<file path="config.mk">
export PLATFORM = sky130hd
export DESIGN_NAME = cpu_wait_top
export DESIGN_NICKNAME = d
export VERILOG_FILES = /design/src/common/wait_pkg.sv /design/src/common/rom_pkg.sv /design/src/source/cen_frac.sv /design/src/bus_wait/bus_wait.sv /design/src/rom_port/rom_port.sv /design/src/source/cpu_wait_top.sv
export VERILOG_INCLUDE_DIRS = /design/src /design/src/common
export SDC_FILE = /design/constraint.sdc
export NUM_CORES = 1
export LEC_CHECK = 0
export ABC_AREA = 1
export BUFFER_PORTS_ARGS = -buffer_cell sky130_fd_sc_hd__buf_4
export CORE_AREA = 2 2 83 85
export DETAILED_ROUTE_END_ITERATION = 7
export DIE_AREA = 0 0 85 87
export PLACE_DENSITY = 0.79
export SYNTH_ARGS = -nofsm -noshare
export SYNTH_HDL_FRONTEND = slang
export SYNTH_SLANG_ARGS = --single-unit
</file>
<file path="constraint.sdc">
create_clock -name clk -period 3.3 [get_ports clk]
set_input_delay 0.33 -clock clk [delete_from_list [all_inputs] [get_ports clk]]
set_output_delay 0.33 -clock clk [all_outputs]
set_load 0.01 [all_outputs]
</file>
<file path="src/common/cpu_wait_params.svh">
////////////////////////////////////////
// cpu wait subsystem parameters
// widths and counts shared by the RTL
////////////////////////////////////////
`ifndef CPU_WAIT_PARAMS_SVH
`define CPU_WAIT_PARAMS_SVH

// missed-cycle counter, saturates at all ones
`define CPU_WAIT_MISS_W 4
// shared-device busy inputs
`define CPU_WAIT_DEVCNT 2
// ROM address and data widths
`define CPU_WAIT_AW 16
`define CPU_WAIT_DW 8
// numerator and denominator of the fractional divider
`define CPU_WAIT_FRAC_W 10

`endif

</file>
<file path="src/common/wait_pkg.sv">
////////////////////////////////////////
// wait decision types
// stall reasons and the miss counter word
////////////////////////////////////////
`include "cpu_wait_params.svh"

package wait_pkg;

    // reason the current CPU cycle is gated
    // priority order is dev_busy, rom_start, rom_miss
    typedef enum logic [1:0] {
        cause_none      = 2'd0,
        cause_rom_start = 2'd1,
        cause_rom_miss  = 2'd2,
        cause_dev_busy  = 2'd3
    } stall_cause_t;

    // lost ROM cycles waiting to be replayed
    typedef logic [`CPU_WAIT_MISS_W-1:0] miss_cnt_t;

endpackage

</file>
<file path="src/common/rom_pkg.sv">
////////////////////////////////////////
// SDRAM ROM port types
// FSM states and the address/data words
////////////////////////////////////////
`include "cpu_wait_params.svh"

package rom_pkg;

    // refill FSM of the ROM port
    typedef enum logic [1:0] {
        rom_idle     = 2'd0,
        rom_request  = 2'd1,
        rom_wait_ack = 2'd2,
        rom_valid    = 2'd3
    } rom_state_t;

    typedef logic [`CPU_WAIT_AW-1:0] rom_addr_t;
    typedef logic [`CPU_WAIT_DW-1:0] rom_data_t;

endpackage

</file>
<file path="src/source/cen_frac.sv">
////////////////////////////////////////
// fractional clock enable
// num pulses every den clocks on average
////////////////////////////////////////
`timescale 1ns/1ps
`include "cpu_wait_params.svh"

module cen_frac (
    input  logic                        clk,
    input  logic                        rst_n,
    input  logic [`CPU_WAIT_FRAC_W-1:0] num,
    input  logic [`CPU_WAIT_FRAC_W-1:0] den,
    output logic                        cen
);

    // one extra bit so acc + num never overflows
    logic [`CPU_WAIT_FRAC_W:0] acc;
    logic [`CPU_WAIT_FRAC_W:0] sum;
    logic [`CPU_WAIT_FRAC_W:0] den_ext;
    logic                      wrap;

    ////////////////////////////////////////
    // modular accumulator

    assign den_ext = {1'b0, den};
    assign sum     = acc + {1'b0, num};
    // accumulator wraps once the sum reaches den
    assign wrap    = (sum >= den_ext);

    always_ff @(posedge clk or negedge rst_n) begin
        if (!rst_n) begin
            acc <= '0;
            cen <= 1'b0;
        end else begin
            // one clk pulse per wrap
            // with num <= den/2 two wraps are never adjacent
            cen <= wrap;
            if (wrap) begin
                acc <= sum - den_ext;
            end else begin
                acc <= sum;
            end
        end
    end

endmodule

</file>
<file path="src/bus_wait/bus_wait.sv">
////////////////////////////////////////
// CPU bus wait unit
// gates clock enables on ROM or device
// stalls and replays lost ROM cycles
////////////////////////////////////////
`timescale 1ns/1ps
`include "cpu_wait_params.svh"

module bus_wait (
    input  logic                        clk,
    input  logic                        rst_n,
    input  logic                        cen_in,
    input  logic                        rom_cs,
    input  logic                        rom_ok,
    input  logic [`CPU_WAIT_DEVCNT-1:0] dev_busy,
    input  logic                        mreq_n,
    input  logic                        iorq_n,
    input  logic                        busak_n,
    output logic                        cen_out,
    output logic                        gate,
    output wait_pkg::stall_cause_t      stall_cause,
    output wait_pkg::miss_cnt_t         miss_cnt
);
    import wait_pkg::*;

    logic         last_rom_cs;
    logic         rom_cs_rise;
    logic         rom_wait;
    logic         rom_bad;
    logic         dev_any;
    logic         stall_now;
    logic         locked;
    logic         started;
    logic         rec_en;
    logic         rec;
    logic         cen_l;
    stall_cause_t live_cause;
    stall_cause_t held_cause;

    ////////////////////////////////////////
    // stall detection

    assign rom_cs_rise = rom_cs && !last_rom_cs;
    // selected ROM whose data has not arrived yet
    assign rom_wait    = rom_cs && !rom_ok;
    // first cycle of a select is always stalled, data may be stale
    assign rom_bad     = rom_wait || rom_cs_rise;
    assign dev_any     = |dev_busy;
    assign stall_now   = rom_bad || dev_any;

    // locked keeps every stall at least 2 cycles long
    assign gate = !(stall_now || locked);

    // highest priority cause first
    always_comb begin
        if (dev_any) begin
            live_cause = cause_dev_busy;
        end else if (rom_cs_rise) begin
            live_cause = cause_rom_start;
        end else if (rom_wait) begin
            live_cause = cause_rom_miss;
        end else begin
            live_cause = cause_none;
        end
    end

    // the locked tail reports what caused the stall
    assign stall_cause = (live_cause != cause_none) ? live_cause :
                         (locked ? held_cause : cause_none);

    always_ff @(posedge clk or negedge rst_n) begin
        if (!rst_n) begin
            // reset high so rom_cs held out of reset is no edge
            last_rom_cs <= 1'b1;
            locked      <= 1'b0;
            started     <= 1'b0;
            held_cause  <= cause_none;
        end else begin
            last_rom_cs <= rom_cs;
            locked      <= stall_now;
            if (stall_now) begin
                held_cause <= live_cause;
            end else begin
                // first free cycle arms the miss counter
                started <= 1'b1;
            end
        end
    end

    ////////////////////////////////////////
    // cycle recovery

    // bus idle, nobody using memory or IO
    assign rec_en = mreq_n && iorq_n && busak_n;
    // never next to another enable pulse
    assign rec    = (miss_cnt != '0) && !cen_in && rec_en && !cen_l;

    assign cen_out = (cen_in && gate) || rec;

    always_ff @(posedge clk or negedge rst_n) begin
        if (!rst_n) begin
            cen_l    <= 1'b0;
            miss_cnt <= '0;
        end else begin
            cen_l <= cen_out;
            if (!started) begin
                miss_cnt <= '0;
            end else if (cen_in && !gate && !dev_any) begin
                // ROM stall ate a pulse, busy device losses are dropped
                if (miss_cnt != '1) begin
                    miss_cnt <= miss_cnt + 1'b1;
                end
            end else if (rec) begin
                miss_cnt <= miss_cnt - 1'b1;
            end
        end
    end

endmodule

</file>
<file path="src/rom_port/rom_port.sv">
////////////////////////////////////////
// SDRAM ROM port
// turns CPU ROM selects into SDRAM
// reads and holds the returned byte
////////////////////////////////////////
`timescale 1ns/1ps
`include "cpu_wait_params.svh"

module rom_port (
    input  logic                  clk,
    input  logic                  rst_n,
    input  logic                  rom_cs,
    input  logic [`CPU_WAIT_AW-1:0] rom_addr,
    output logic                  rom_ok,
    output rom_pkg::rom_data_t    rom_data,
    output logic                  sdram_req,
    output rom_pkg::rom_addr_t    sdram_addr,
    input  logic                  sdram_ack,
    input  logic [`CPU_WAIT_DW-1:0] sdram_data
);
    import rom_pkg::*;

    rom_state_t state;
    logic       addr_hit;
    logic       miss;

    // sdram_addr doubles as the last latched address
    assign addr_hit = (rom_addr == sdram_addr);
    // nothing valid yet, or a new address is selected
    assign miss     = rom_cs && ((state == rom_idle) ||
                                 ((state == rom_valid) && !addr_hit));

    ////////////////////////////////////////
    // handshake outputs

    // level request held until the ack strobe
    assign sdram_req = (state == rom_request) || (state == rom_wait_ack);
    // drops at once when the CPU moves to another address
    assign rom_ok    = (state == rom_valid) && addr_hit;

    ////////////////////////////////////////
    // refill FSM

    always_ff @(posedge clk or negedge rst_n) begin
        if (!rst_n) begin
            state <= rom_idle;
        end else begin
            case (state)
                rom_idle, rom_valid: begin
                    if (miss) begin
                        state <= rom_request;
                    end
                end
                rom_request, rom_wait_ack: begin
                    // ack may come on the first request cycle
                    if (sdram_ack) begin
                        state <= rom_valid;
                    end else begin
                        state <= rom_wait_ack;
                    end
                end
                default: state <= rom_idle;
            endcase
        end
    end

    // address and data words
    always_ff @(posedge clk) begin
        if (miss) begin
            sdram_addr <= rom_addr;
        end
        if (sdram_req && sdram_ack) begin
            rom_data <= sdram_data;
        end
    end

endmodule

</file>
<file path="src/source/cpu_wait_top.sv">
////////////////////////////////////////
// CPU clock enable subsystem
// fractional enable, wait unit, ROM port
////////////////////////////////////////
`timescale 1ns/1ps
`include "cpu_wait_params.svh"

module cpu_wait_top (
    input  logic                        clk,
    input  logic                        rst_n,
    input  logic [`CPU_WAIT_FRAC_W-1:0] num,
    input  logic [`CPU_WAIT_FRAC_W-1:0] den,
    input  logic                        rom_cs,
    input  logic [`CPU_WAIT_AW-1:0]     rom_addr,
    input  logic [`CPU_WAIT_DEVCNT-1:0] dev_busy,
    input  logic                        mreq_n,
    input  logic                        iorq_n,
    input  logic                        busak_n,
    output logic                        cen_out,
    output logic                        gate,
    output wait_pkg::stall_cause_t      stall_cause,
    output logic [`CPU_WAIT_MISS_W-1:0] miss_cnt,
    output logic [`CPU_WAIT_DW-1:0]     rom_data,
    output logic                        sdram_req,
    output logic [`CPU_WAIT_AW-1:0]     sdram_addr,
    input  logic                        sdram_ack,
    input  logic [`CPU_WAIT_DW-1:0]     sdram_data
);

    // nominal enable before gating
    logic cen_in;
    // ROM byte ready for the current address
    logic rom_ok;

    cen_frac u_cen (
        .clk         (clk),
        .rst_n       (rst_n),
        .num         (num),
        .den         (den),
        .cen         (cen_in)
    );

    bus_wait u_wait (
        .clk         (clk),
        .rst_n       (rst_n),
        .cen_in      (cen_in),
        .rom_cs      (rom_cs),
        .rom_ok      (rom_ok),
        .dev_busy    (dev_busy),
        .mreq_n      (mreq_n),
        .iorq_n      (iorq_n),
        .busak_n     (busak_n),
        .cen_out     (cen_out),
        .gate        (gate),
        .stall_cause (stall_cause),
        .miss_cnt    (miss_cnt)
    );

    rom_port u_rom (
        .clk         (clk),
        .rst_n       (rst_n),
        .rom_cs      (rom_cs),
        .rom_addr    (rom_addr),
        .rom_ok      (rom_ok),
        .rom_data    (rom_data),
        .sdram_req   (sdram_req),
        .sdram_addr  (sdram_addr),
        .sdram_ack   (sdram_ack),
        .sdram_data  (sdram_data)
    );

endmodule

</file>
== Word level (Yosys, flattened, before mapping) ==
Index checks and enable logic that the tools add are counted.

* Memory bits (writable): 0
* Memories: 0
* Bits in latches: 0
* Bits in read-only memories: 0
* Bits in registers: 48
* Word-level logic and storage cells: 71

* Bitwise gates (word level): 0
* Equal/unequal tests: 8
* Reduce and logical (&&, ||, !) cells: 34
* $add $sub $neg: 4
* Mux-type cells: 13
* $mul: 0
* Shifts and indexed selects: 0
* Div/mod/pow operators: 0
* $lt $le $gt $ge: 1

{| class="wikitable"
|+ Operator list
! kind !! count
|-
| 16-bit == test || 1
|-
| 4-bit 2-to-1 mux || 4
|-
| 1-bit logical AND || 14
|-
| 2-bit 2-to-1 mux || 6
|-
| 11-bit by 10-bit adder with 11-bit output || 1
|-
| 11-bit by 10-bit >= comparator with 1-bit output || 1
|-
| 11-bit 2-to-1 mux || 1
|-
| 11-bit by 10-bit subtractor with 11-bit output || 1
|-
| 1-bit zero test || 7
|-
| 1-bit logical OR || 6
|-
| 3-bit inequality test, second input constant || 2
|-
| 2-bit OR reduction || 3
|-
| 4-bit by 1-bit adder with 4-bit output, second input constant || 1
|-
| 2-bit == test, second input constant || 2
|-
| 4-bit inequality test, second input constant || 1
|-
| 2-bit case mux with 2 select lines || 1
|-
| 4-bit nonzero test || 1
|-
| 4-bit by 1-bit subtractor with 4-bit output, second input constant || 1
|-
| 2-bit by 1-bit == test with 1-bit output, second input constant || 1
|-
| 2-bit zero test || 1
|-
| 2-bit by 1-bit inequality test with 1-bit output, second input constant || 1
|-
| 2-bit AND reduction || 1
|-
| 2-bit nonzero test || 1
|-
| 1-bit 2-to-1 mux || 1
|}

== Depth between registers and ports, before layout ==
* Depth after elaboration: 11
* Mapped depth: 19
* Depth with buffers taken out: 18

== Cells and area by module ==
Synthesis repeated with hierarchy kept, for this count alone.

* Cells, all modules: 455
* Area total of the unflattened synthesis: 3,375.7 um^2

{| class="wikitable"
|+ By module, submodules not included
! module !! cells each !! instances !! area each (um^2)
|-
| cen_frac || 248 || 1 || 1,569.0
|-
| rom_port || 132 || 1 || 1,197.4
|-
| bus_wait || 75 || 1 || 609.3
|}

== Worst setup path before layout ==
OpenSTA, ideal clock, no wires.

* Path type: input to register
* Start: in num[0]
* End: reg u_cen.acc[9]
* Arrival time: 2.703 ns
* Required time: 3.183 ns
* Slack: 0.480 ns
* Cell stages on the path: 19
* Cell sequence: ha_1 > inv_1 > fa_1 > nor4_2 > nor2_1 > nor2_2 > nor2_2 > xnor2_1 > ha_1 > nand2_1 > nor3_1 > nand4_1 > nand2_1 > inv_1 > nand2_1 > nor2_2 > buf_6 > nand2_1 > nand2_1

* Cells in the longest elaborated chain, start to end: 3

{| class="wikitable"
|+ RTL lines
! element !! line !! source
|-
| start: declaration || cpu_wait_top.sv:11 || <nowiki>input logic [`CPU_WAIT_FRAC_W-1:0] num,</nowiki>
|-
| 11-bit by 10-bit adder with 11-bit output (*) || cen_frac.sv:26 || <nowiki>assign sum = acc + {1'b0, num};</nowiki>
|-
| 11-bit by 10-bit subtractor with 11-bit output or 11-bit by 10-bit >= comparator with 1-bit output (tied branches) || cen_frac.sv:39, cen_frac.sv:28 ||
|-
| 11-bit 2-to-1 mux (*) || cen_frac.sv:38 || <nowiki>if (wrap) begin</nowiki>
|-
| end signal: assignment || cen_frac.sv:39 || <nowiki>acc <= sum - den_ext;</nowiki>
|-
| end signal: assignment || cen_frac.sv:41 || <nowiki>acc <= sum;</nowiki>
|-
| end: declaration || cen_frac.sv:17 || <nowiki>logic [`CPU_WAIT_FRAC_W:0] acc;</nowiki>
|}

Mark *: on every way between the ends. The rest lies on a longest branch, timed or not.
A chain may end at the register's enable or synchronous reset.

== Worst setup path after layout ==
* Start: reg u_cen.acc[0]
* End: reg u_cen.cen

* Cells in the longest elaborated chain, start to end: 2

{| class="wikitable"
|+ RTL lines
! element !! line !! source
|-
| 11-bit by 10-bit adder with 11-bit output || cen_frac.sv:26 ||
|-
| 11-bit by 10-bit >= comparator with 1-bit output || cen_frac.sv:28 || <nowiki>assign wrap = (sum >= den_ext);</nowiki>
|-
| end signal: assignment || cen_frac.sv:37 || <nowiki>cen <= wrap;</nowiki>
|-
| end: declaration || cen_frac.sv:13 || <nowiki>output logic cen</nowiki>
|}

Every way passes these cells.

==> out/qor.yml <==
ys.flop_type: "edfxtp_1"
grt.total_usage_pct: 18.41
drt-vias-per-instance: 4.915
fin_crit_ns: 3.096
fmax_ghz: 0.3229
ant_nets: 0
cp_top_family: "adder cells"
synth_edf_count: 24
setup_viol: 0
critPathSlowestCell: "fa_2"
synth_cell_types: 30
wirelength_mm: 6.810
root_buffer: "clkbuf_8"
synthTopCellsByCount: "117 x nand2_1, 74 x inv_1, 33 x nor2_1"
hp-class: "in -> reg"
drive_above_1_share_pct: 22.98
vias: 2767
reg2reg_slack_ns: 0.20
die_y_um: 87
synth_top_area_cell: "edfxtp_1"
worst_slew_pin_slew_ns: 0.6651
num_io_pins: 86
yosysSeqAreaShare_pct: 42.35
path_buf_inv: 3
place_hpwl_mm: 5.418
worstSetupStartpointType: "register"
fin_ws_ns: 0.2035
ys_seq_elements: 48
p_seq_share_pct: 24.1
p_sw_share_pct: 47.63
first_global_vias: 2617
core_area_mm2: 0.006569
fin_tns_setup_ns: 0
criticalPathCategory: "reg -> reg"
power.density_mw_per_mm2: 1011
grt.overflow.total: 0
p_sw_mw: 1.924
grt_pass1_wl_mm: 11.13
critPathCaptureType: "register"
antenna_found_initial: 0
p_int_mw: 2.115
clk_latency_ns: 0.29
wl_per_cell_um: 12.10
h-tree-depth: 2
slowest_delay_ns: 0.41
min_period_over_period_pct: 93.83
numPortBuffers: 85
areaGrowthSynthToFinish_pct: 27.96
arrival_ns: 3.29
grt_max_degree: 25
total_power_mw: 4.039
peakVddDrop_mv: 0.7425
drc: 0
clockPowerShare_pct: 8.4
p_comb_share_pct: 67.5
slew_headroom_pct: 55.61
first_pass_iters: 4
rows: 30
synth.most_common_cell: "nand2_1"
cts_sinks: 48
yosysTopAreaCellShare_pct: 23.08
dieArea_mm2: 0.007395
die_w_um: 85
p_leak_nw: 2.160
routabilityCongestion: 0.8904
critPathMaxFanout: 5
post-place-ws_ns: 0.02624
synth_area_leaders: "edfxtp_1 23%, dfrtp_1 18%, nand2_1 14%, ha_1 9.6%, inv_1 8.9%"
hold_violations: 0
initial_core_util_pct: 47.54
yosys_warnings: 0
required_ns: 3.50
synth_cells: 389
synth_fp_nets: 469
clockBufferDepth: 2
rsz0062_at_grt: "true"
final_net_count: 562
drt_iter0_drc: 92
diodes: 0
cts_inserted_buffers: 5
ys_async_sr_fraction_pct: 50.00
avgSynthCellArea_um2: 8.028
drv_slew: 0
maxCapViolations: 0
syn_area_mm2: 0.003123
crit_chain: "ha_1 -> inv_1 -> fa_2 -> o31ai_2 -> xnor2_1 -> inv_1 -> ha_1 -> a21oi_2 -> o21ai_1 -> nand3_1 -> nand2_2 -> a21oi_1 -> nand2_1 -> buf_4"
path_clk_slew_ns: 0.09
cts_tree: "done"
outcome: "finished clean"
finalClockSkew_ns: 0.005439
## final cells by class
type / count / area (µm²)
Multi-Input combinational cell: 266 / 1556
Clock buffer: 6 / 72.57
Inverter: 74 / 277.8
Timing Repair Buffer: 87 / 655.6
Clock inverter: 2 / 11.26
Fill cell: 600 / 2572
Tap cell: 80 / 100.1
Sequential cell: 48 / 1323
## per-stage QoR
stage               instances  hold slack (ns)  cell area [µm²]  utilization (%)
finish                    563           0.1471             3996            60.84
global route              563           0.1322             3996            60.84
CTS                       561           0.1365             3933            59.87
detailed placement        552           0.2440             3839            58.44
global placement          552           0.2401             3839            58.44
floorplan                 389          0.03441             3123                -
## registers in the layout, indices dropped and copies added (netlist names)
signal,cells
u_rom.rom_data,8
u_cen.acc,11
u_rom.sdram_addr,16
u_wait.locked,1
u_wait.started,1
u_wait.cen_l,1
u_wait.held_cause,2
u_rom.state,2
u_wait.miss_cnt,4
u_wait.last_rom_cs,1
u_cen.cen,1
## power by group through the flow
stage               registers (mW)  clock network, mW  logic [mW]
finish                       0.972              0.339        2.73
global route                 0.994              0.375        3.07
CTS                          0.974              0.347        2.55
detailed placement           0.987                  0        2.53
global placement             0.976                  0        2.44
floorplan                     1.01                  0        1.96
## worst paths after layout
path,depth (start not counted),endpoint,startpoint
setup / recovery,14,u_cen.cen,u_cen.acc[0]
hold / removal,1,u_wait.last_rom_cs,rom_cs
setup reg to reg,14,u_cen.cen,u_cen.acc[0]
hold reg to reg,2,u_wait.held_cause[0],u_wait.held_cause[0]
max in group asynchronous,2,u_wait.last_rom_cs,rst_n
min in group asynchronous,2,u_wait.cen_l,rst_n
## cell families after synthesis
family / count (synthesis) / share of synthesized area, %
and+or+nand+nor: 174 / 22.72
buffers and inverters: 76 / 9.615
DFF: 48 / 42.35
AOI/OAI and AO/OA: 44 / 7.933
adders and majority gates: 27 / 11.54
xor gates and xnor gates: 20 / 5.850
## cells in the final DEF (no fill, tap or decap), drive strengths merged, types with 2 or more instances in the layout
| cell type | count |
|---|---|
| nand2 | 119 |
| buf | 86 |
| inv | 75 |
| nor2 | 36 |
| ha | 24 |
| edfxtp | 24 |
| dfrtp | 23 |
| a21oi | 21 |
| o21ai | 16 |
| xor2 | 11 |
| nand3 | 11 |
| xnor2 | 9 |
| clkbuf | 6 |
| nand4 | 5 |
| fa | 3 |
| nor4 | 2 |
| o31ai | 2 |
| a31oi | 2 |
## routing by layer
metal / part of all wire, % / vias to the layer above / GRT usage [%]
met2: 50 / 88 / 32.88
li1: - / 1405 / -
met1: 42 / 1262 / 22.64
met5: 0 / - / 0
met4: 1.9 / 0 / 5.916
met3: 5.6 / 12 / 3.223
## what timing repair did
action,in CTS,in global routing
buffers inserted,0,1
endpoints found under the hold margin,23,0
endpoints found under the setup margin,0,12
hold buffers,1,0
gates resized for setup,0,10
Power figures use the tool's default switching activity.
